File: src/design/zet_bus_defs.svh
`ifndef ZET_BUS_DEFS_SVH
`define ZET_BUS_DEFS_SVH

// CPU byte address and data widths.
`define ZET_ADR_W    20
`define ZET_DAT_W    16

// Word-wide RAM, 2**ZET_RAM_AW words, acked ZET_RAM_WAIT cycles after strobe.
`define ZET_RAM_AW   10
`define ZET_RAM_WAIT 2

// I/O register file, 2**ZET_IO_AW registers.
`define ZET_IO_AW    3

`endif

File: src/design/zet_wb_router.sv
`timescale 1ns/10ps
`include "zet_bus_defs.svh"

module zet_wb_router (
  input  logic                  wb_clk_i,
  input  logic                  rst_n_i,
  input  logic                  wb_tga_i,
  input  logic                  wb_stb_i,
  input  logic [`ZET_DAT_W-1:0] ram_dat_i,
  input  logic                  ram_ack_i,
  input  logic [`ZET_DAT_W-1:0] io_dat_i,
  input  logic                  io_ack_i,
  output logic                  ram_stb_o,
  output logic                  io_stb_o,
  output logic [`ZET_DAT_W-1:0] wb_dat_o,
  output logic                  wb_ack_o
);

  logic tga_q;
  logic io_sel;

  always_ff @(posedge wb_clk_i) begin
    if (!rst_n_i) begin
      tga_q <= 1'b0;
    end else if (wb_stb_i) begin
      tga_q <= wb_tga_i;
    end
  end

  // Outside a strobe the last target still owns the return path.
  assign io_sel    = wb_stb_i ? wb_tga_i : tga_q;
  assign ram_stb_o = wb_stb_i & ~wb_tga_i;
  assign io_stb_o  = wb_stb_i & wb_tga_i;
  assign wb_dat_o  = io_sel ? io_dat_i : ram_dat_i;
  assign wb_ack_o  = io_sel ? io_ack_i : ram_ack_i;

endmodule

File: config.mk
export PLATFORM = sky130hd
export DESIGN_NAME = zet_wb_router
export DESIGN_NICKNAME = d
export VERILOG_FILES = /design/src/design/zet_wb_router.sv
export VERILOG_INCLUDE_DIRS = /design/src /design/src/design
export SDC_FILE = /design/constraint.sdc
export NUM_CORES = 1
export LEC_CHECK = 0
export BUFFER_PORTS_ARGS = -buffer_cell sky130_fd_sc_hd__buf_2
export CAP_MARGIN = 20
export CORE_MARGIN = 10
export CORE_UTILIZATION = 22
export CTS_CLUSTER_SIZE = 12
export DETAILED_ROUTE_END_ITERATION = 10
export PLACE_DENSITY = 0.75
export RECOVER_POWER = 50
export SETUP_SLACK_MARGIN = 0.1
export SYNTH_ARGS = -nofsm -noshare
export SYNTH_HDL_FRONTEND = slang
export SYNTH_SLANG_ARGS = --single-unit
export TNS_END_PERCENT = 30
File: constraint.sdc
create_clock -name wb_clk_i -period 1.2 [get_ports wb_clk_i]
set_input_delay 0.06 -clock wb_clk_i [delete_from_list [all_inputs] [get_ports wb_clk_i]]
set_output_delay 0.06 -clock wb_clk_i [all_outputs]
set_load 0.1 [all_outputs]
# Word-level counts from Yosys, hierarchy flattened
# Cells that the tools add are included.
[word_totals]
input_bits = 38
regBits = 1
out_inout_bits = 19
wordCells = 7
[classes]
n_mux = 3
bitwise_logic = 3
[op_table]
columns = ["operator", "n"]
rows = [
  ["16-bit 2-to-1 mux", 1],
  ["1-bit bitwise AND", 2],
  ["1-bit 2-to-1 mux", 2],
  ["1-bit NOT", 1],
]

# Longest topological paths before layout
[logic_depth]
depth_word = 2
mapped_depth = 3
ltp_nobuf = 2

# Worst setup path after synthesis
# OpenSTA, ideal clock, no wires.
[synth_path]
kind = "input -> output"
start = "input port wb_tga_i"
end = "output port ram_stb_o"
stages = 1
arrival_ns = 1.395
t_required_ns = 1.140
n_path_buf = 0
setup_slack_ns = -0.255
path_cell_list = "nor2b_1"
[synth_between]
elab_chain_len = 2
[synth_rtl]
columns = ["item", "line_no", "source"]
rows = [
  ["from (decl)", "zet_wb_router.sv:7", "input logic wb_tga_i,"],
  ["1-bit NOT", "zet_wb_router.sv:32", "assign ram_stb_o = wb_stb_i & ~wb_tga_i;"],
  ["1-bit bitwise AND", "zet_wb_router.sv:32", ""],
  ["to (decl)", "zet_wb_router.sv:13", "output logic ram_stb_o,"],
]
# Every way passes these cells.

# Final worst setup path
[layout_path]
start = "register tga_q"
end = "output port wb_ack_o"
[layout_between]
elab_chain_len = 2
[layout_rtl]
columns = ["item", "line_no", "source"]
rows = [
  ["from (decl)", "zet_wb_router.sv:19", "logic tga_q;"],
  ["from (signal assigned)", "zet_wb_router.sv:26", "tga_q <= wb_tga_i;"],
  ["1-bit 2-to-1 mux", "--", ""],
  ["1-bit 2-to-1 mux", "zet_wb_router.sv:35", "assign wb_ack_o = io_sel ? io_ack_i : ram_ack_i;"],
  ["to (decl)", "zet_wb_router.sv:16", "output logic wb_ack_o"],
]
# Every way passes these cells.

==> results.ini <==
[clocking]
path_clk_slew_ns = 0
clock_latency_ns = 0
cts_hold_buf = 0
ctsResizeCount = 3
cts_setup_buffers = 0

[critical_path]
r2r_cells = 3
path_max_fanout = 13
critPathKind = flop to primary output
end_kind = primary output
path_common_cell = buf_12
cp.required_ns = 1.14
cp.arrival_ns = 1.19
cp_slowest_cell = mux2_2
crit_path_start_kind = flop
r2r_start = tga_q
r2r_slack_ns = 0.38
r2r-end = tga_q
cp_slowest_stage_delay_ns = 0.36
path_cells = mux2i_4, buf_12, mux2_2, buf_12

[synthesis]
yosys_warnings = 0
avgSynthCellArea_um2 = 12.9
netlist_area_um2 = 298
yosysTopAreaCell = mux2_4
synth.area.top_cells = mux2_4 45%, mux2_2 30%, mux2i_4 7.6%, dfxtp_1 6.7%, nor2b_1 4.2%
synth-main-ff-cell = dfxtp_1
yosysTopAreaCellShare = 0.454
async_flop_share = 0
postSynthCellCount = 23
synth_cell_types = 7
synth_nets = 61
synth_common_cells = 9 x mux2_4, 8 x mux2_2, 2 x nor2b_1
synth_edf_count = 0
ys_ff_latch = 1
ys_seq_area_frac = 0.0672
yosys.cell_count.top_type = mux2_4

[power]
p_seq_frac = 0.041
pwr_density_cell_nw_per_um2 = 1020
switching_share = 0.582
ir_worst_vdd_uv = 620
p_int_uw = 383
power.leakage_nw = 0.479
p_switching_uw = 534
combPwrFrac = 0.959
power_uw = 917
clkPwrFrac = 0

[grt]
grt_usage = 0.0885
busiest_layer = met2
met3_usage = 0.0270
overflow = 0
use_met1 = 0.0790
grt_max_degree = 14
grt_pass1_wl_um = 2400
antenna_found_initial = 0
grt_pass1_vias = 481
gr-usage-met2 = 0.193

[floorplan]
core_area_um2 = 1280
die_width_um = 56.8
start_util = 0.232
die_y_um = 56.8
ioPinCount = 57
rows = 13
dieArea_um2 = 3230

[sta]
slew_viol_final = 0
max_freq_mhz = 800
finalHoldViolCount = 0
fin_crit_sh = 1.04
period_needed_ns = 1.25
setup_slack_ns = -0.0497
clock_skew_ns = 0
setup_viol = 13
tightest_slew_ns = 0.548
max-slew-margin-rel = 0.636
tns_ns = -0.405
rsz0062_at_grt = true
whs_ns = 0.309

[placed_design]
place_ws_ns = -0.0612
gp_congestion = 0.594
numPortBuffers = 56
dpl.hpwl_um = 1500

[routing]
vias = 410
routed_wirelength_um = 1560
routed_via_density = 4.27
firstDrtPassIters = 1
initialDrtViolationCount = 0
ant_nets = 0
drc_errors = 0
wl_per_cell_um = 16.2

[min_path]
hold_depth = 2
min_from = rst_n_i
hold_path.class = primary input to flop
holdPathEnd = tga_q

[status]
violations = setup timing
status = finished, violations left

[finish]
largestRegisters = tga_q x1
regMostFlops = tga_q
syn2layout_area_growth_pct = 203
diodes = 0
nNetsFinal = 121
largest_register_ffs = 1
drive_gt1_frac = 0.975

[flow_run]
cap_violations = 0

==> stage by stage <==
stage / std cells / cell area [um^2] / util
floorplan: 23 / 300 / -
global placement: 96 / 908 / 0.707
detailed placement: 96 / 908 / 0.707
CTS: 96 / 917 / 0.714
global route: 96 / 902 / 0.702
finish: 96 / 902 / 0.702
==> routing by layer <==
metal  vias to the layer above  part of all wire
met1                       187              0.29
met3                         0             0.071
met2                        21              0.64
li1                        202                 -
met4                         0                 0
met5                         -                 0
==> worst max path at each step <==
stage / from / endpoint / slack (ns) / cells after the start
4_1_cts: tga_q / wb_dat_o[15] / -0.06 / 4
5_1_grt: tga_q / wb_ack_o / -0.08 / 4
2_1_floorplan: tga_q / wb_dat_o[10] / -0.09 / 3
6_report: tga_q / wb_ack_o / -0.05 / 4
3_5_place_dp: tga_q / wb_dat_o[2] / -0.06 / 4
3_3_place_gp: tga_q / wb_dat_o[4] / -0.03 / 4
==> layout make-up <==
class	instances	area, um^2
Fill cell	95	383
Tap cell	15	18.8
Multi-Input combinational cell	21	277
Sequential cell	1	21.3
Timing Repair Buffer	59	586
==> cells in the final DEF, fill, tap and decap left out, drive strengths merged <==
cell    count
and2        1
nor2b       2
mux2       17
clkbuf      1
buf        58
dfxtp       1
mux2i       1
==> logic make-up after synthesis <==
kind of cell	after synthesis	synth area share
buffers and inverters	1	0.0378
flip-flops	1	0.0672
multiplexers	18	0.832
AND/OR/NAND/NOR	3	0.0630
==> worst max-delay path: cells and delay by family, from the launching register on <==
| family | cells | cell delay [ns] |
|---|---|---|
| multiplexers | 2 | 0.54 |
| buffers and inverters | 2 | 0.34 |
| flip-flops | 1 | 0.30 |
==> power groups by stage <==
| stage | clock, mW | sequential (mW) | combinational (mW) |
|---|---|---|---|
| CTS | 0 | 0.0377 | 0.892 |
| detailed placement | 0 | 0.0373 | 0.886 |
| global placement | 0 | 0.0373 | 0.878 |
| floorplan | 0 | 0.0372 | 0.539 |
| finish | 0 | 0.0377 | 0.879 |
| global route | 0 | 0.0377 | 0.901 |
Power figures use the tool's default switching activity.
