===== src/design/zet_bus_defs.svh =====
`ifndef ZET_BUS_DEFS_SVH
`define ZET_BUS_DEFS_SVH

// CPU byte address and data widths.
`define ZET_ADR_W    20
`define ZET_DAT_W    16

// Word-wide RAM, 2**ZET_RAM_AW words, acked ZET_RAM_WAIT cycles after strobe.
`define ZET_RAM_AW   10
`define ZET_RAM_WAIT 2

// I/O register file, 2**ZET_IO_AW registers.
`define ZET_IO_AW    3

`endif


===== src/design/zet_bus_pkg.sv =====
package zet_bus_pkg;

  // A bus word, used whole or as two byte lanes.
  typedef union packed {
    logic [15:0] word;
    struct packed {
      logic [7:0] hi;
      logic [7:0] lo;
    } b;
  } zet_word_u;

  // Bus master states.
  typedef enum logic [1:0] {
    IDLE     = 2'd0,
    STB1     = 2'd1,
    STB2     = 2'd2,
    BLOCK_LO = 2'd3
  } zet_mst_state_e;

endpackage


===== src/design/zet_io_regs.sv =====
`timescale 1ns/10ps
`include "zet_bus_defs.svh"

module zet_io_regs
  import zet_bus_pkg::*;
(
  input  logic                  wb_clk_i,
  input  logic                  rst_n_i,
  input  logic                  wb_stb_i,
  input  logic                  wb_we_i,
  input  logic [1:0]            wb_sel_i,
  input  logic [`ZET_ADR_W-1:1] wb_adr_i,
  input  logic [`ZET_DAT_W-1:0] wb_dat_i,
  output logic [`ZET_DAT_W-1:0] wb_dat_o,
  output logic                  wb_ack_o
);

  zet_word_u             regs [0:(2**`ZET_IO_AW)-1];
  zet_word_u             wr_word;
  logic [`ZET_IO_AW-1:0] idx;

  assign idx      = wb_adr_i[`ZET_IO_AW:1];
  assign wr_word  = wb_dat_i;
  assign wb_dat_o = regs[idx].word;

  always_ff @(posedge wb_clk_i) begin
    if (!rst_n_i) begin
      wb_ack_o <= 1'b0;
      for (int i = 0; i < 2**`ZET_IO_AW; i++) begin
        regs[i].word <= '0;
      end
    end else begin
      // One ack per strobe phase, then a gap so a held strobe is seen as a new phase.
      wb_ack_o <= wb_stb_i & ~wb_ack_o;
      if (wb_stb_i && wb_ack_o && wb_we_i) begin
        if (wb_sel_i[0]) begin
          regs[idx].b.lo <= wr_word.b.lo;
        end
        if (wb_sel_i[1]) begin
          regs[idx].b.hi <= wr_word.b.hi;
        end
      end
    end
  end

endmodule


===== config.mk =====
export PLATFORM = sky130hd
export DESIGN_NAME = zet_io_regs
export DESIGN_NICKNAME = d
export VERILOG_FILES = /design/src/design/zet_bus_pkg.sv /design/src/design/zet_io_regs.sv
export VERILOG_INCLUDE_DIRS = /design/src /design/src/design
export SDC_FILE = /design/constraint.sdc
export NUM_CORES = 1
export LEC_CHECK = 0
export BUFFER_PORTS_ARGS = -buffer_cell sky130_fd_sc_hd__buf_2
export CAP_MARGIN = 20
export CORE_MARGIN = 5
export CORE_UTILIZATION = 45
export CTS_CLUSTER_SIZE = 10
export DETAILED_ROUTE_END_ITERATION = 10
export PLACE_DENSITY = 0.66
export SETUP_SLACK_MARGIN = 0.5
export SYNTH_ARGS = -nofsm -noshare
export SYNTH_HDL_FRONTEND = slang
export SYNTH_SLANG_ARGS = --single-unit

===== constraint.sdc =====
create_clock -name wb_clk_i -period 2.9 [get_ports wb_clk_i]
set_input_delay 0.58 -clock wb_clk_i [delete_from_list [all_inputs] [get_ports wb_clk_i]]
set_output_delay 0.58 -clock wb_clk_i [all_outputs]
set_load 0.05 [all_outputs]

== Word-level counts from Yosys, hierarchy flattened ==
Memories as Yosys holds them, arrays and structs flattened.
Index checks and enable logic that the tools add are counted.

* Register bits: 1
* Bits in latches: 0
* RAM bits: 128
* Bits in read-only memories: 0
* Output and inout port bits: 17
* Memories: 1

* Add/subtract/negate cells: 0
* $mul: 0
* Div/mod/pow operators: 0
* $lt $le $gt $ge: 0
* Eq/ne operators: 0
* Shifts and indexed selects: 0
* Multiplexer cells: 12
* Bitwise logic cells: 2
* Reduce and logical (&&, ||, !) cells: 3

{| class="wikitable"
|+ Memories
! name !! depth !! bits a word !! rd ports !! clocked after Yosys merged registers in !! write ports !! line !! source
|-
| regs || 8 || 16 || 1 || 0 || 8 || zet_io_regs.sv:18 || <nowiki>zet_word_u regs [0:(2**`ZET_IO_AW)-1];</nowiki>
|}

{| class="wikitable"
|+ Operators by type and width
! cell !! count
|-
| 16-bit 2-to-1 mux || 1
|-
| 16-bit OR reduction || 1
|-
| 1-bit 2-to-1 mux || 9
|-
| 3-bit 2-to-1 mux || 1
|-
| 1-bit logical AND || 2
|-
| 2-bit 2-to-1 mux || 1
|-
| 1-bit bitwise AND || 1
|-
| 1-bit NOT || 1
|}

== Depth between registers and ports, before layout ==
* Depth in word-level cells: 7
* Mapped depth: 5

== Worst setup path after synthesis ==
No wires, ideal clock.

* Path type: in2out
* From: in wb_adr_i[3] (netlist name)
* To: out wb_dat_o[14]
* Arrival time: 1.976 ns
* Required time: 2.320 ns
* Slack: 0.344 ns
* Cell stages on the path: 5
* Buffers on the path: 2
* Path through: buf_2 > buf_2 > nand3_1 > o21a_1 > o211ai_1

* Word-level cells in the longest chain between the ends: 1

{| class="wikitable"
|+ Ends and longest elaborated chain
! element !! line !! source
|-
| from (decl) || zet_io_regs.sv:12 || <nowiki>input logic [`ZET_ADR_W-1:1] wb_adr_i,</nowiki>
|-
| memory 8 x 16 bit || -- ||
|-
| to (decl) || zet_io_regs.sv:14 || <nowiki>output logic [`ZET_DAT_W-1:0] wb_dat_o,</nowiki>
|}

Every way passes these cells.

== Final worst setup path ==
* From: in wb_adr_i[1] (netlist name)
* To: out wb_dat_o[0]

The elaborated chain is that of the path after synthesis.

==> metrics.log <==
INFO  metric result_of_the_run = completed
INFO  metric finish.cell_count_without_fillers = 635
INFO  metric place.gp.congestion = 0.761
INFO  metric wp_data_arrival = 1860 ps
INFO  metric groute.layer.met1.usage = 0.233
INFO  metric clock_tree.htree_level_count = 4
INFO  metric wire_length_of_the_first_global_routing_pass = 20,100 microns
INFO  metric vias_in_the_first_global_route = 3,593
INFO  metric filler_cell_count = 1,072
INFO  metric netlist_instances = 367
INFO  metric grt_start_max_net_pins = 30
INFO  metric rsz0062_at_grt = true
INFO  metric swShare = 0.228
INFO  metric start_util = 0.457
INFO  metric clockPowerShare = 0.424
INFO  metric setup.worst_path.start_class = input port
INFO  metric power.net_switching = 1.02 mW
INFO  metric hold_path_depth = 2
INFO  metric syn_avg_cell_area = 16.5 sq um
INFO  metric synth.distinct_cells = 24
INFO  metric gr-usage-met2 = 0.279
INFO  metric clk_latency = 400 ps
INFO  metric worst_ep_required_time = 2320 ps
INFO  metric worstReg2RegStart = wb_ack_o
INFO  metric mappedNetlistArea = 6060 sq um
INFO  metric post-place-cells = 598
INFO  metric cts-buffers-inserted = 17
INFO  metric initial_antenna_violation_count = 0
INFO  metric leakage = 2.79 nW
INFO  metric fin_max_slew_vios = 0
INFO  metric seq_area_frac_synth = 0.638
INFO  metric holdCritStartpoint = wb_stb_i
INFO  metric hold_path_end = wb_ack_o
INFO  metric share_comb_of_total_power = 0.101
INFO  metric vdd.ir_drop.worst = 379 uV
INFO  metric cts_tree = built
INFO  metric slew_at_the_pin_with_the_worst_max_slew_slack = 637 ps
INFO  metric global_route.overflow_total = 0
INFO  metric timing.critical_path.to_type = primary output
INFO  metric floorplan.rows = 42
INFO  metric setup_violations_final = 0
INFO  metric area_of_the_die = 15,900 sq um
INFO  metric timing.critical_path.mode_cell = sky130_fd_sc_hd__buf_12
INFO  metric via_total_after_detailed_routing = 3,331
INFO  metric maxCapViolations = 0
INFO  metric io_pins = 58
INFO  metric drt_first_pass_iters = 5
INFO  metric cts_buffer_depth = 2
INFO  metric cts.reportedPaths.clkPinSlew = 50 ps
INFO  metric crit_path_start = wb_adr_i[1]
INFO  metric final_nets = 487
INFO  metric core-area = 13,200 sq um
INFO  metric layout-drive-gt1-share = 0.349
INFO  metric cts_sinks = 129
INFO  metric wire_per_inst = 20.6 microns
INFO  metric skew = 5.44 ps
INFO  metric internal_power = 3.46 mW
INFO  metric antenna_cells = 0
INFO  metric worst_path_max_delay_cell = sky130_fd_sc_hd__mux4_2
INFO  metric total_power = 4.48 mW
INFO  metric postLayoutCoreUtil = 0.560
INFO  metric route.detailed.vias_per_inst = 5.25
INFO  metric timing.final.hold_violations = 0
INFO  metric setup.reg_to_reg.worst_slack = 840 ps
INFO  metric fin_crit = 2440 ps
INFO  metric cts_root_buffer = sky130_fd_sc_hd__clkbuf_16
INFO  metric grt.busiest_layer = met2
INFO  metric r2r_end = regs[3][3]
INFO  metric dieHeight = 126 microns
INFO  metric crit_buf_inv = 4
INFO  metric dp.final_hpwl = 8790 microns
INFO  metric worstSetupPathType = input port to primary output
INFO  metric critPathTopFamily = multiplexers
INFO  metric drtIter0Drc = 296
INFO  metric fin_crit_sh = 0.841
INFO  metric hold_ws = 520 ps
INFO  metric synth_warnings = 0
INFO  metric drtAntennaViolNets = 0
INFO  metric grt_usage = 0.171
INFO  metric areaGrowthSynthToFinish = 22.5%
INFO  metric setup_tns = 0 ps
INFO  metric slew-limit-headroom = 0.573
INFO  metric drc_violation_count_after_routing = 0
INFO  metric hold_path.class = input port to register
INFO  metric postSynthRegisterBits = 129
INFO  metric crit_path_max_fanout = 8
INFO  metric power_frac_seq = 0.475
INFO  metric postRouteWirelength = 13,100 microns
INFO  metric grt.met3_usage = 0.0406
INFO  metric synth_nets = 408
INFO  metric floorplan.die.width = 126 microns
INFO  metric critPathMaxStageDelay = 490 ps
INFO  metric power_density = 604 nW/um^2
INFO  metric clock.fmax = 0.410 GHz
INFO  metric port-buffer-count = 41
INFO  metric reg2reg_depth = 3
INFO  metric crit_chain = buf_12, buf_12, buf_16, mux4_2, mux2_4, buf_8
[metal layers]
layer / wire (microns) / vias up
met5: 0 / -
met4: 106 / 0
met3: 549 / 9
met1: 5910 / 1709
met2: 6500 / 76
li1: - / 1537
[cells by family (layout without fill, tap and decap cells)]
group | after synthesis | count (layout) | synth area share
flip-flops | 129 | 129 | 0.638
multiplexers | 48 | 48 | 0.144
AO/OA/AOI/OAI | 3 | 3 | 0.00393
buffers and inverters | 14 | 106 | 0.0134
AND/OR/NAND/NOR | 173 | 173 | 0.200
[repair_timing]
item,in CTS,in global routing
hold buffers,0,0
resized for setup,41,16
setup endpoints to repair,16,16
endpoints found under the hold margin,0,0
cloned,2,0
setup buffers,2,1
[synthesized netlist by cell type]
master | number | area [sq um]
sky130_fd_sc_hd__nor2b_1 | 2 | 12.5
sky130_fd_sc_hd__buf_2 | 8 | 40.0
sky130_fd_sc_hd__nand4_4 | 2 | 42.5
sky130_fd_sc_hd__o22a_1 | 1 | 8.76
sky130_fd_sc_hd__buf_6 | 2 | 22.5
sky130_fd_sc_hd__edfxtp_1 | 128 | 3840
sky130_fd_sc_hd__o211ai_1 | 1 | 7.51
sky130_fd_sc_hd__o21a_1 | 1 | 7.51
sky130_fd_sc_hd__nor4_4 | 4 | 85.1
sky130_fd_sc_hd__clkbuf_1 | 3 | 11.3
sky130_fd_sc_hd__nand3b_1 | 1 | 7.51
sky130_fd_sc_hd__nand3_1 | 1 | 5.00
sky130_fd_sc_hd__mux4_2 | 30 | 676
sky130_fd_sc_hd__and3_1 | 1 | 6.26
sky130_fd_sc_hd__and4_1 | 2 | 17.5
sky130_fd_sc_hd__and3b_1 | 1 | 8.76
sky130_fd_sc_hd__nand2_1 | 2 | 7.51
sky130_fd_sc_hd__mux2_2 | 15 | 169
sky130_fd_sc_hd__dfxtp_1 | 1 | 20.0
sky130_fd_sc_hd__and2_1 | 128 | 801
sky130_fd_sc_hd__nor3_2 | 10 | 100
sky130_fd_sc_hd__buf_4 | 1 | 7.51
sky130_fd_sc_hd__nand2b_1 | 19 | 119
sky130_fd_sc_hd__mux2i_1 | 3 | 30.0
[registers in the layout (all words and copies together) (netlist names)]
signal	count
wb_ack_o	1
regs	128
[cells in the final DEF (no fill, tap or decap), types with 2 or more instances in the layout]
| cell | n |
|---|---|
| sky130_fd_sc_hd__clkinvlp_4 | 4 |
| sky130_fd_sc_hd__mux4_2 | 30 |
| sky130_fd_sc_hd__clkinv_2 | 2 |
| sky130_fd_sc_hd__nor2b_1 | 2 |
| sky130_fd_sc_hd__clkbuf_1 | 3 |
| sky130_fd_sc_hd__and4_1 | 2 |
| sky130_fd_sc_hd__clkinv_1 | 4 |
| sky130_fd_sc_hd__buf_8 | 7 |
| sky130_fd_sc_hd__nand2_1 | 2 |
| sky130_fd_sc_hd__mux2i_1 | 3 |
| sky130_fd_sc_hd__clkbuf_16 | 17 |
| sky130_fd_sc_hd__buf_6 | 8 |
| sky130_fd_sc_hd__buf_2 | 23 |
| sky130_fd_sc_hd__and2_1 | 128 |
| sky130_fd_sc_hd__mux2_4 | 9 |
| sky130_fd_sc_hd__buf_12 | 3 |
| sky130_fd_sc_hd__nand4_4 | 2 |
| sky130_fd_sc_hd__buf_16 | 2 |
| sky130_fd_sc_hd__edfxtp_1 | 128 |
| sky130_fd_sc_hd__buf_4 | 31 |
| sky130_fd_sc_hd__mux2_2 | 6 |
| sky130_fd_sc_hd__nand2b_1 | 19 |
| sky130_fd_sc_hd__nor4_4 | 4 |
| sky130_fd_sc_hd__nor3_2 | 10 |
[final cells by class]
class	count	area (sq um)	area share
Sequential cell	129	3860	0.521
Clock buffer	20	437	0.0589
Clock inverter	12	93.8	0.0127
Tap cell	176	220	0.0297
Timing Repair Buffer	74	658	0.0887
Multi-Input combinational cell	224	2140	0.289
[power by group through the flow]
stage / combinational (mW) / clock (mW) / sequential, mW
CTS: 0.440 / 1.92 / 2.13
finish: 0.452 / 1.90 / 2.13
global placement: 0.382 / 0 / 2.16
global route: 0.474 / 2.02 / 2.13
floorplan: 0.258 / 0 / 2.16
detailed placement: 0.387 / 0 / 2.17
[how the worst max path moves through the flow]
stage / slack (ps) / depth (start not counted) / end
CTS: 420 / 5 / wb_dat_o[1]
finish: 460 / 6 / wb_dat_o[0]
global placement: 160 / 5 / regs[3][11]
floorplan: 510 / 5 / wb_dat_o[14]
detailed placement: 130 / 5 / regs[3][11]
global route: 420 / 5 / wb_dat_o[13]
[metrics by stage]
step                      area, sq um  worst slack (ps)
after floorplan                  6070               508
after global placement           6620               156
after detailed placement         6620               129
after CTS                        7360               424
after global routing             7420               418
final                            7420               462
[worst register-to-register path, cell delays in order (launching register included)]
cell and delay [ps]:
sky130_fd_sc_hd__dfxtp_1 450, sky130_fd_sc_hd__nand4_4 250, sky130_fd_sc_hd__nor3_2 510, sky130_fd_sc_hd__nand2b_1 480
Note: power is estimated with default switching activity, not from simulation.
