### config.mk
export PLATFORM = sky130hd
export DESIGN_NAME = zet_wb_master
export DESIGN_NICKNAME = d
export VERILOG_FILES = /design/src/design/zet_bus_pkg.sv /design/src/design/zet_wb_master.sv
export VERILOG_INCLUDE_DIRS = /design/src /design/src/design
export SDC_FILE = /design/constraint.sdc
export NUM_CORES = 1
export LEC_CHECK = 0
export BUFFER_PORTS_ARGS = -buffer_cell sky130_fd_sc_hd__buf_2
export CAP_MARGIN = 20
export CELL_PAD_IN_SITES_DETAIL_PLACEMENT = 1
export CELL_PAD_IN_SITES_GLOBAL_PLACEMENT = 1
export CORE_MARGIN = 2
export CORE_UTILIZATION = 36
export CTS_CLUSTER_DIAMETER = 50
export DETAILED_ROUTE_END_ITERATION = 6
export PLACE_DENSITY = 0.9
export SLEW_MARGIN = 10
export SYNTH_ARGS = -nofsm -noshare
export SYNTH_HDL_FRONTEND = slang
export SYNTH_SLANG_ARGS = --single-unit
### constraint.sdc
create_clock -name wb_clk_i -period 5.4 [get_ports wb_clk_i]
set_input_delay 0.27 -clock wb_clk_i [delete_from_list [all_inputs] [get_ports wb_clk_i]]
set_output_delay 0.27 -clock wb_clk_i [all_outputs]
set_load 0.05 [all_outputs]
### src/design/zet_bus_defs.svh
`ifndef ZET_BUS_DEFS_SVH
`define ZET_BUS_DEFS_SVH

// CPU byte address and data widths.
`define ZET_ADR_W    20
`define ZET_DAT_W    16

// Word-wide RAM, 2**ZET_RAM_AW words, acked ZET_RAM_WAIT cycles after strobe.
`define ZET_RAM_AW   10
`define ZET_RAM_WAIT 2

// I/O register file, 2**ZET_IO_AW registers.
`define ZET_IO_AW    3

`endif

### src/design/zet_bus_pkg.sv
package zet_bus_pkg;

  // A bus word, used whole or as two byte lanes.
  typedef union packed {
    logic [15:0] word;
    struct packed {
      logic [7:0] hi;
      logic [7:0] lo;
    } b;
  } zet_word_u;

  // Bus master states.
  typedef enum logic [1:0] {
    IDLE     = 2'd0,
    STB1     = 2'd1,
    STB2     = 2'd2,
    BLOCK_LO = 2'd3
  } zet_mst_state_e;

endpackage

### src/design/zet_wb_master.sv
`timescale 1ns/10ps
`include "zet_bus_defs.svh"

module zet_wb_master
  import zet_bus_pkg::*;
(
  input  logic                  wb_clk_i,
  input  logic                  rst_n_i,
  input  logic                  cpu_memop_i,
  input  logic                  cpu_m_io_i,
  input  logic [`ZET_ADR_W-1:0] cpu_adr_i,
  input  logic                  cpu_byte_i,
  input  logic                  cpu_we_i,
  input  logic [`ZET_DAT_W-1:0] cpu_dat_i,
  output logic [`ZET_DAT_W-1:0] cpu_dat_o,
  output logic                  cpu_block_o,
  input  logic [`ZET_DAT_W-1:0] wb_dat_i,
  input  logic                  wb_ack_i,
  output logic [`ZET_DAT_W-1:0] wb_dat_o,
  output logic [`ZET_ADR_W-1:1] wb_adr_o,
  output logic                  wb_we_o,
  output logic                  wb_tga_o,
  output logic [1:0]            wb_sel_o,
  output logic                  wb_stb_o,
  output logic                  wb_cyc_o
);

  zet_mst_state_e state;
  zet_mst_state_e state_nxt;
  zet_word_u      rd_word;
  zet_word_u      wr_word;
  zet_word_u      cpu_dat_q;
  logic           op;
  logic           odd_word;
  logic           a0;
  logic [1:0]     sel_first;

  assign op        = cpu_memop_i | cpu_m_io_i;
  assign a0        = cpu_adr_i[0];
  assign odd_word  = a0 & ~cpu_byte_i;
  assign sel_first = a0 ? 2'b10 : (cpu_byte_i ? 2'b01 : 2'b11);
  assign rd_word   = wb_dat_i;
  assign wr_word   = cpu_dat_i;

  assign wb_we_o   = cpu_we_i;
  assign wb_tga_o  = cpu_m_io_i;
  assign wb_cyc_o  = wb_stb_o;
  assign cpu_dat_o = cpu_dat_q.word;

  always_comb begin
    case (state)
      IDLE:     state_nxt = op ? STB1 : IDLE;
      STB1:     state_nxt = wb_ack_i ? (odd_word ? STB2 : BLOCK_LO) : STB1;
      STB2:     state_nxt = wb_ack_i ? BLOCK_LO : STB2;
      default:  state_nxt = IDLE;
    endcase
  end

  // The CPU is held from the request until the cycle after the last ack.
  always_comb begin
    case (state)
      IDLE:     cpu_block_o = op;
      BLOCK_LO: cpu_block_o = 1'b0;
      default:  cpu_block_o = 1'b1;
    endcase
  end

  always_ff @(posedge wb_clk_i) begin
    if (!rst_n_i) begin
      state    <= IDLE;
      wb_stb_o <= 1'b0;
    end else begin
      state    <= state_nxt;
      wb_stb_o <= (state_nxt == STB1) || (state_nxt == STB2);
    end
  end

  // The second phase of an odd word reads or writes the low lane of the next word.
  always_ff @(posedge wb_clk_i) begin
    wb_adr_o <= (state_nxt == STB2) ? cpu_adr_i[`ZET_ADR_W-1:1] + 1'b1
                                    : cpu_adr_i[`ZET_ADR_W-1:1];
    wb_sel_o <= (state_nxt == STB2) ? 2'b01 : sel_first;
    wb_dat_o <= a0 ? {wr_word.b.lo, wr_word.b.hi} : wr_word.word;
  end

  always_ff @(posedge wb_clk_i) begin
    if (!cpu_we_i && wb_ack_i) begin
      if (state == STB1) begin
        if (a0) begin
          cpu_dat_q.word <= {{8{rd_word.b.hi[7]}}, rd_word.b.hi};
        end else if (cpu_byte_i) begin
          cpu_dat_q.word <= {{8{rd_word.b.lo[7]}}, rd_word.b.lo};
        end else begin
          cpu_dat_q.word <= rd_word.word;
        end
      end else if (state == STB2) begin
        cpu_dat_q.b.hi <= rd_word.b.lo;
      end
    end
  end

endmodule

* After elaboration in Yosys (flattened, before gate mapping)
Cells that the tools add are included.
** Word-level totals
- Bits in registers :: 56
- Latch bits :: 0
- RAM bits :: 0
- Memory bits (read-only) :: 0
- Bits of input ports :: 59
- Output and inout bits :: 58
- Logic and storage cells :: 37
- Memories :: 0
** Cells by class
- Add/sub/neg operators :: 1
- Multiply operators :: 0
- Div/mod/pow operators :: 0
- Order comparisons :: 0
- Equal/unequal tests :: 5
- Shift-type cells :: 0
- Multiplexer cells :: 14
- Bitwise logic cells :: 3
- Reduce and logical (&&, ||, !) cells :: 7
** Operators with widths (number)
- 16-bit 2-to-1 mux :: 3
- 19-bit by 1-bit adder with 19-bit output, second input constant :: 1
- 19-bit 2-to-1 mux :: 1
- 8-bit 2-to-1 mux :: 2
- 2-bit equality test, second input constant :: 3
- 2-bit 2-to-1 mux :: 3
- 2-bit one-hot mux with 3 select lines :: 1
- 2-bit by 1-bit equality test with 1-bit output, second input constant :: 2
- 2-bit AND reduction :: 2
- 1-bit 2-to-1 mux :: 3
- 2-bit logical NOT :: 1
- 1-bit one-hot mux with 2 select lines :: 1
- 2-bit nonzero test :: 1
- 1-bit bitwise AND :: 1
- 1-bit logical AND :: 1
- 1-bit logical NOT :: 1
- 1-bit logical OR :: 1
- 1-bit inverter :: 1
- 1-bit bitwise OR :: 1

* Logic depth before layout (Yosys ltp)
Gate-level depths: netlist of run 1.
- Word-level depth :: 7
- Depth in mapped cells :: 11
- Mapped depth without buffers :: 9

* Worst setup path before layout of run 1
Ideal clock, no wire load.
- Kind :: reg2reg
- From :: reg state[1]
- To :: reg wb_adr_o[13] (netlist name)
- Library setup time :: 0.118 ns
- Data arrival time :: 1.994 ns
- Required time :: 5.282 ns
- Slack :: 3.288 ns
- Stages on the path, launching flop included :: 12
- Path buffers :: 2
- Period minus slack after synthesis :: 2.112 ns
- Path through :: dfxtp_1 inv_1 ha_1 clkbuf_1 nand2_1 a31o_2 ha_1 buf_4 nand3_2 nor3_1 and3_1 xor2_1
** On the way
- Word-level cells in the longest chain between the ends :: 4
- Elaborated cells on any way between the ends :: 6
- Those cells by class :: 3 x eq/ne; 2 x mux; 1 x reduce/logical
** Ends and longest elaborated chain
- start: declaration :: line zet_wb_master.sv:28 : zet_mst_state_e state;
- start signal: assignment :: line zet_wb_master.sv:73 : state <= state_nxt;
- 2-bit equality test (tied with other cells) :: line zet_wb_master.sv:51 : case (state)
- 2-bit one-hot mux with 3 select lines (*) :: line zet_wb_master.sv:51
- 2-bit equality test (*) :: line zet_wb_master.sv:80 : wb_adr_o <= (state_nxt == STB2) ? cpu_adr_i[`ZET_ADR_W-1:1] + 1'b1
- 19-bit 2-to-1 mux (*) :: line zet_wb_master.sv:80
- end signal: assignment :: line zet_wb_master.sv:80
- end: declaration :: line zet_wb_master.sv:20 : output logic [`ZET_ADR_W-1:1] wb_adr_o,
Every way passes the cells marked *; elsewhere a longest branch is shown, timed or not.
A chain may end at the register's enable or synchronous reset.

* Worst setup path after layout of run 1
- From :: reg state[1]
- To :: reg wb_adr_o[17] (netlist name)
** On the way
- Word-level cells in the longest chain between the ends :: 4
- Elaborated cells on any way between the ends :: 6
- Those cells by class :: 3 x eq/ne; 2 x mux; 1 x reduce/logical
** Ends and longest elaborated chain
- 2-bit equality test (tied with other cells) :: line zet_wb_master.sv:51
- 2-bit one-hot mux with 3 select lines (*) :: line zet_wb_master.sv:51
- named net state_nxt[1] :: line zet_wb_master.sv:29 : zet_mst_state_e state_nxt;
- 2-bit equality test (*) :: line zet_wb_master.sv:80
- 19-bit 2-to-1 mux (*) :: line zet_wb_master.sv:80
Mark *: on every way through the listed nets, which the timed path passes. The rest lies on a longest branch.

==> out/qor.txt, run 1 <==
Switch Pwr = 330 uW
Commonest cells post-synth = dfxtp_1, mux2_2, edfxtp_1, nand2_1, inv_1
drt total wl = 5720 um
crit path time final = 2490 ps
CP top delay family = adder cells
area occupied by multi-input gates = 910 um^2
CTS Root Cell = clkbuf_8
Routed WL per cell = 14.7 um
layout cells sized above 1 = 47.8%
Place WS = 2830 ps
final hold vios = 0
fin. max-slew vios = 0
placed cell area = 2920 um^2
GRT busiest layer = met2
clock buffer count from CTS = 5
first-pass GRT wire length = 9270 um
final core utilization = 48.2%
Sum Neg Setup Slack = 0 ps
Seq/Total Area, Yosys = 55.9%
post-route ant nets = 0
Max-cap violations = 0
Required @ worst endpoint = 5610 ps
CTS H-Tree Depth = 2
Worst VDD drop = 0.144 mV
Tcrit/Tclk final = 46.2%
Boundary Pins = 117
DRC = 0
Final GP Congestion = 0.735
critical path class = flop to flop
Internal = 630 uW
crit-path max FO = 12
LEAKAGE = 1.43 nW
Hold WC Path Type = input pin to flop
ant diodes = 0
clock network power share = 24.2%
GR Layer Usage met1 = 17.9%
met3 Usage GRT = 5.04%
Resize count post-CTS = 0
pin count of the biggest net entering global routing = 36
kind of end point of the critical path = flop
Max Clock Skew = 7.77 ps
Yosys top cell by area = dfxtp_1
Final Cell Area = 3010 um^2
Chip Width = 83.8 um
1st-pass router iterations = 4
clk sinks = 56
top cell type's share of synthesized area = 35.0%
Synth Net Count = 263
Cell Area, Synth = 2290 um^2
CTS Buffer Depth = 2
setup-violating endpoint count in the final report = 0
hold_buf cts = 0
most numerous cell in the Yosys netlist = dfxtp_1
Cell Chain, Critical Path = inv_1, ha_1, nand3_1, o21ai_0, ha_1, nand3_2, nor4_4, nand3_1, xnor2_1
area grow syn2layout = 31.2%
# nets final = 377
synth unique cells = 30
Cells after Synth = 197
FP Rows = 29
Max stage delay on crit path = 440 ps
#FFs+latches synth = 56
final setup margin = 2910 ps
Worst-Margin Slew = 633 ps
vias in the first global route = 1,946
Vias per Instance = 4.79
Seq pwr share = 49.6%
initial antenna violation count = 0
core area = 6240 um^2
warnings from Yosys = 0
Post-CTS Setup Bufs = 0
most common flop cell mapped by yosys = dfxtp_1
vias = 1,864
Sw Ratio = 34.4%
M2 GR Usage = 30.5%
crit path max-delay cell type = ha_1
Remaining Overflow, GRT = 0
pwr dens = 319 nW/um^2
Clock transition at path regs = 100 ps
DIE HEIGHT = 83.8 um
Logic pwr share = 26.2%
FMAX = 0.401 GHz
status = complete, no violations
IO Port Bufs = 116
post-DP HPWL = 4640 um
sequential cell area = 1280 um^2
initial DRC count = 48
fill count = 769
Area contributors post-synth = dfxtp_1, edfxtp_1, mux2_2, ha_1, xnor2_1
Final Total Pwr = 959 uW
unrepaired setup endpoints after global routing = no
Starting Density = 36.7%
crit start category = flop
FFs w/ async S/R, synth = 0%
max_slew headroom = 57.8%
average size of a mapped cell = 11.6 um^2
clk_lat worst skew = 300 ps
CP Data Arrival Time = 2700 ps
CTS tree = done
die footprint = 7020 um^2
gr usage total = 16.3%
Post-synth EDFFs = 16
Worst Path Buf+Inv = 1
[metal layers]
layer	part of all wire (%)	vias to the layer above
met5	0	-
met3	7.2	4
met2	54	68
met4	0.70	0
met1	38	884
li1	-	908
[power by group through the flow]
| stage | clock (mW) | combinational (mW) | sequential [mW] |
|---|---|---|---|
| floorplan | 0 | 0.0804 | 0.584 |
| global placement | 0 | 0.245 | 0.485 |
| detailed placement | 0 | 0.252 | 0.486 |
| CTS | 0.245 | 0.253 | 0.477 |
| global route | 0.258 | 0.266 | 0.479 |
| finish | 0.232 | 0.251 | 0.476 |
[worst paths after layout]
path / startpoint / end / slack, ps / depth (start not counted)
worst max-delay path: state[1]$_SDFF_PN0_ / wb_adr_o[17]$_DFF_P_ / 2910 / 9
worst max register to register: state[1]$_SDFF_PN0_ / wb_adr_o[17]$_DFF_P_ / 2910 / 9
worst min-delay path: cpu_adr_i[19] / wb_adr_o[19]$_DFF_P_ / 150 / 2
worst min register to register: state[1]$_SDFF_PN0_ / state[0]$_SDFF_PN0_ / 750 / 3
[per-stage QoR]
step / instances / hold WS (ps)
after CTS: 389 / 132
after floorplan: 197 / 362
after global routing: 389 / 141
final: 389 / 146
after global placement: 381 / 471
after detailed placement: 381 / 475
[state kept, by name (all words and copies together), names as in the netlist]
signal / flops
wb_adr_o: 19
wb_sel_o: 2
cpu_dat_o: 16
state: 2
wb_cyc_o: 1
wb_dat_o: 16
[cell usage in the layout (no fill, tap or decap), drive strengths merged, types with 8 or more instances in the layout]
| cell | count |
|---|---|
| xor2 | 8 |
| mux2 | 19 |
| dfxtp | 40 |
| inv | 15 |
| nand2 | 14 |
| xnor2 | 10 |
| a21oi | 8 |
| o21ai | 11 |
| buf | 116 |
| edfxtp | 16 |
[cell type report]
cell class,count,share of cell area (%)
sequential,56,42.6
multi-input combinational,119,30.3
timing repair buffer,116,19.3
tap,77,3.21
clock buffer,5,2.29
inverter,13,1.62
clock inverter,3,0.666
[cells by family after synthesis]
logic type      synth area share, %
compound gates                 6.44
mux                            9.78
flops                          55.9
buf+inv                        4.37
xor+xnor                       6.88
simple gates                   12.8
fa+ha+maj                      3.82
Note: power is estimated with default switching activity, not from simulation.
==> run 2: changes to the inputs <==
Settings changed: CORE_UTILIZATION 36 to 30, PLACE_DENSITY 0.9 to 0.81.
Clock period 5.4 ns to 2.2 ns, I/O delays scaled along.
==> out/qor.txt, run 2 (same netlist as run 1, synthesis figures left out) <==
most frequent cells in the layout = buf_2, dfxtp_1, mux2_2
unrepaired setup endpoints after global routing = no
Sw Ratio = 33.6%
DIE HEIGHT = 91.4 um
Chip Width = 91.4 um
area occupied by multi-input gates = 927 um^2
Post-CTS Setup Bufs = 0
CTS H-Tree Depth = 2
crit path time final = 2070 ps
post-DP HPWL = 4610 um
initial antenna violation count = 0
vias = 1,867
Max Clock Skew = 6.81 ps
kind of end point of the critical path = flop
die footprint = 8350 um^2
CP Data Arrival Time = 2270 ps
Seq pwr share = 48.7%
CTS Buffer Depth = 2
Remaining Overflow, GRT = 0
area grow syn2layout = 36.4%
CTS tree = done
first-pass GRT wire length = 9310 um
setup-violating endpoint count in the final report = 0
gr usage total = 13.8%
DRC = 0
LEAKAGE = 1.46 nW
Worst VDD drop = 0.295 mV
Logic pwr share = 26.5%
Final GP Congestion = 0.774
Worst-Margin Slew = 548 ps
ant diodes = 0
Required @ worst endpoint = 2400 ps
Internal = 1.59 mW
Switch Pwr = 806 uW
Cell Chain, Critical Path = inv_1, ha_1, nand3_1, o21ai_0, ha_4, nand4_4, nor3_4, nand4_1, xnor2_1
crit-path max FO = 6
final hold vios = 0
Hold WC Path Type = input pin to flop
layout cells sized above 1 = 48.9%
crit start category = flop
status = complete, no violations
Max stage delay on crit path = 350 ps
critical path class = flop to flop
pwr dens = 767 nW/um^2
clock buffer count from CTS = 5
Routed WL per cell = 13.9 um
Boundary Pins = 117
clock network power share = 24.7%
Largest Register = wb_adr_o
initial DRC count = 26
final setup margin = 133 ps
clk sinks = 56
drt total wl = 5830 um
IO Port Bufs = 116
FMAX = 0.484 GHz
# nets final = 384
Starting Density = 31.3%
Place WS = -50.3 ps
max reg flops = 19
post-route ant nets = 0
1st-pass router iterations = 4
core area = 7330 um^2
FP Rows = 31
Vias per Instance = 4.47
vias in the first global route = 2,017
Sum Neg Setup Slack = 0 ps
Max-cap violations = 0
crit path max-delay cell type = dfxtp_2
pin count of the biggest net entering global routing = 35
CTS Root Cell = clkbuf_8
fin. max-slew vios = 0
max_slew headroom = 63.2%
clk_lat worst skew = 310 ps
Worst Path Buf+Inv = 1
Tcrit/Tclk final = 94.0%
fill count = 853
Clock transition at path regs = 100 ps
most common cell after layout, fill and taps aside = buf_2
CP top delay family = simple AND/OR/NAND/NOR gates
sequential cell area = 1290 um^2
==> run 2: worst register-to-register path, cell delays in order, from the launching register on <==
cell and delay (ps):
dfxtp_2 350, inv_1 110, ha_1 200, nand3_1 90
o21ai_0 190, ha_4 230, nand4_4 140, nor3_4 340
nand4_1 160, xnor2_1 160
==> run 2: area by class of cell <==
type	instances	share of cell area, %
Tap cell	99	3.96
Timing Repair Buffer	123	20.6
Sequential cell	56	41.2
Multi-Input combinational cell	119	29.7
Inverter	13	1.56
Clock buffer	6	2.64
Clock inverter	2	0.440
==> run 2: worst paths after layout <==
check / from / to / slack (ps) / cells past startpoint
max: state[1]$_SDFF_PN0_ / wb_adr_o[18]$_DFF_P_ / 130 / 9
min: cpu_adr_i[18] / wb_adr_o[18]$_DFF_P_ / 20 / 2
max reg2reg: state[1]$_SDFF_PN0_ / wb_adr_o[18]$_DFF_P_ / 130 / 9
min reg2reg: state[1]$_SDFF_PN0_ / state[0]$_SDFF_PN0_ / 730 / 3
==> run 2: stage by stage <==
stage | hold WS (ps) | utilization [%] | total power, mW | std cells | cell area (um^2)
after global routing | 7.88 | 42.6 | 2.51 | 418 | 3130
after global placement | 314 | 40.5 | 1.80 | 406 | 2970
final | 15.8 | 42.6 | 2.40 | 418 | 3130
after floorplan | 202 | - | 1.63 | 197 | 2290
after CTS | 4.73 | 42.3 | 2.42 | 418 | 3100
after detailed placement | 320 | 40.5 | 1.82 | 406 | 2970
==> run 2: routing by layer <==
layer	track usage [%]	vias to the layer above	share of wire, %
met4	4.17	0	1.3
met2	25.5	70	52
met5	0	-	0
met3	3.57	6	5.9
li1	-	920	-
met1	15.4	871	41
==> run 2: timing repair <==
item / CTS / global route
hold endpoints to repair: 4 / 0
hold buffers: 4 / 0
setup endpoints to repair: 4 / 10
pin swaps: 2 / 3
gates resized for setup: 0 / 7
==> run 2: power groups by stage <==
stage / combinational [mW] / sequential, mW / clock (mW)
after floorplan: 0.197 / 1.43 / 0
after global placement: 0.611 / 1.19 / 0
after detailed placement: 0.627 / 1.19 / 0
after CTS: 0.634 / 1.17 / 0.621
after global routing: 0.677 / 1.18 / 0.656
final: 0.637 / 1.17 / 0.593
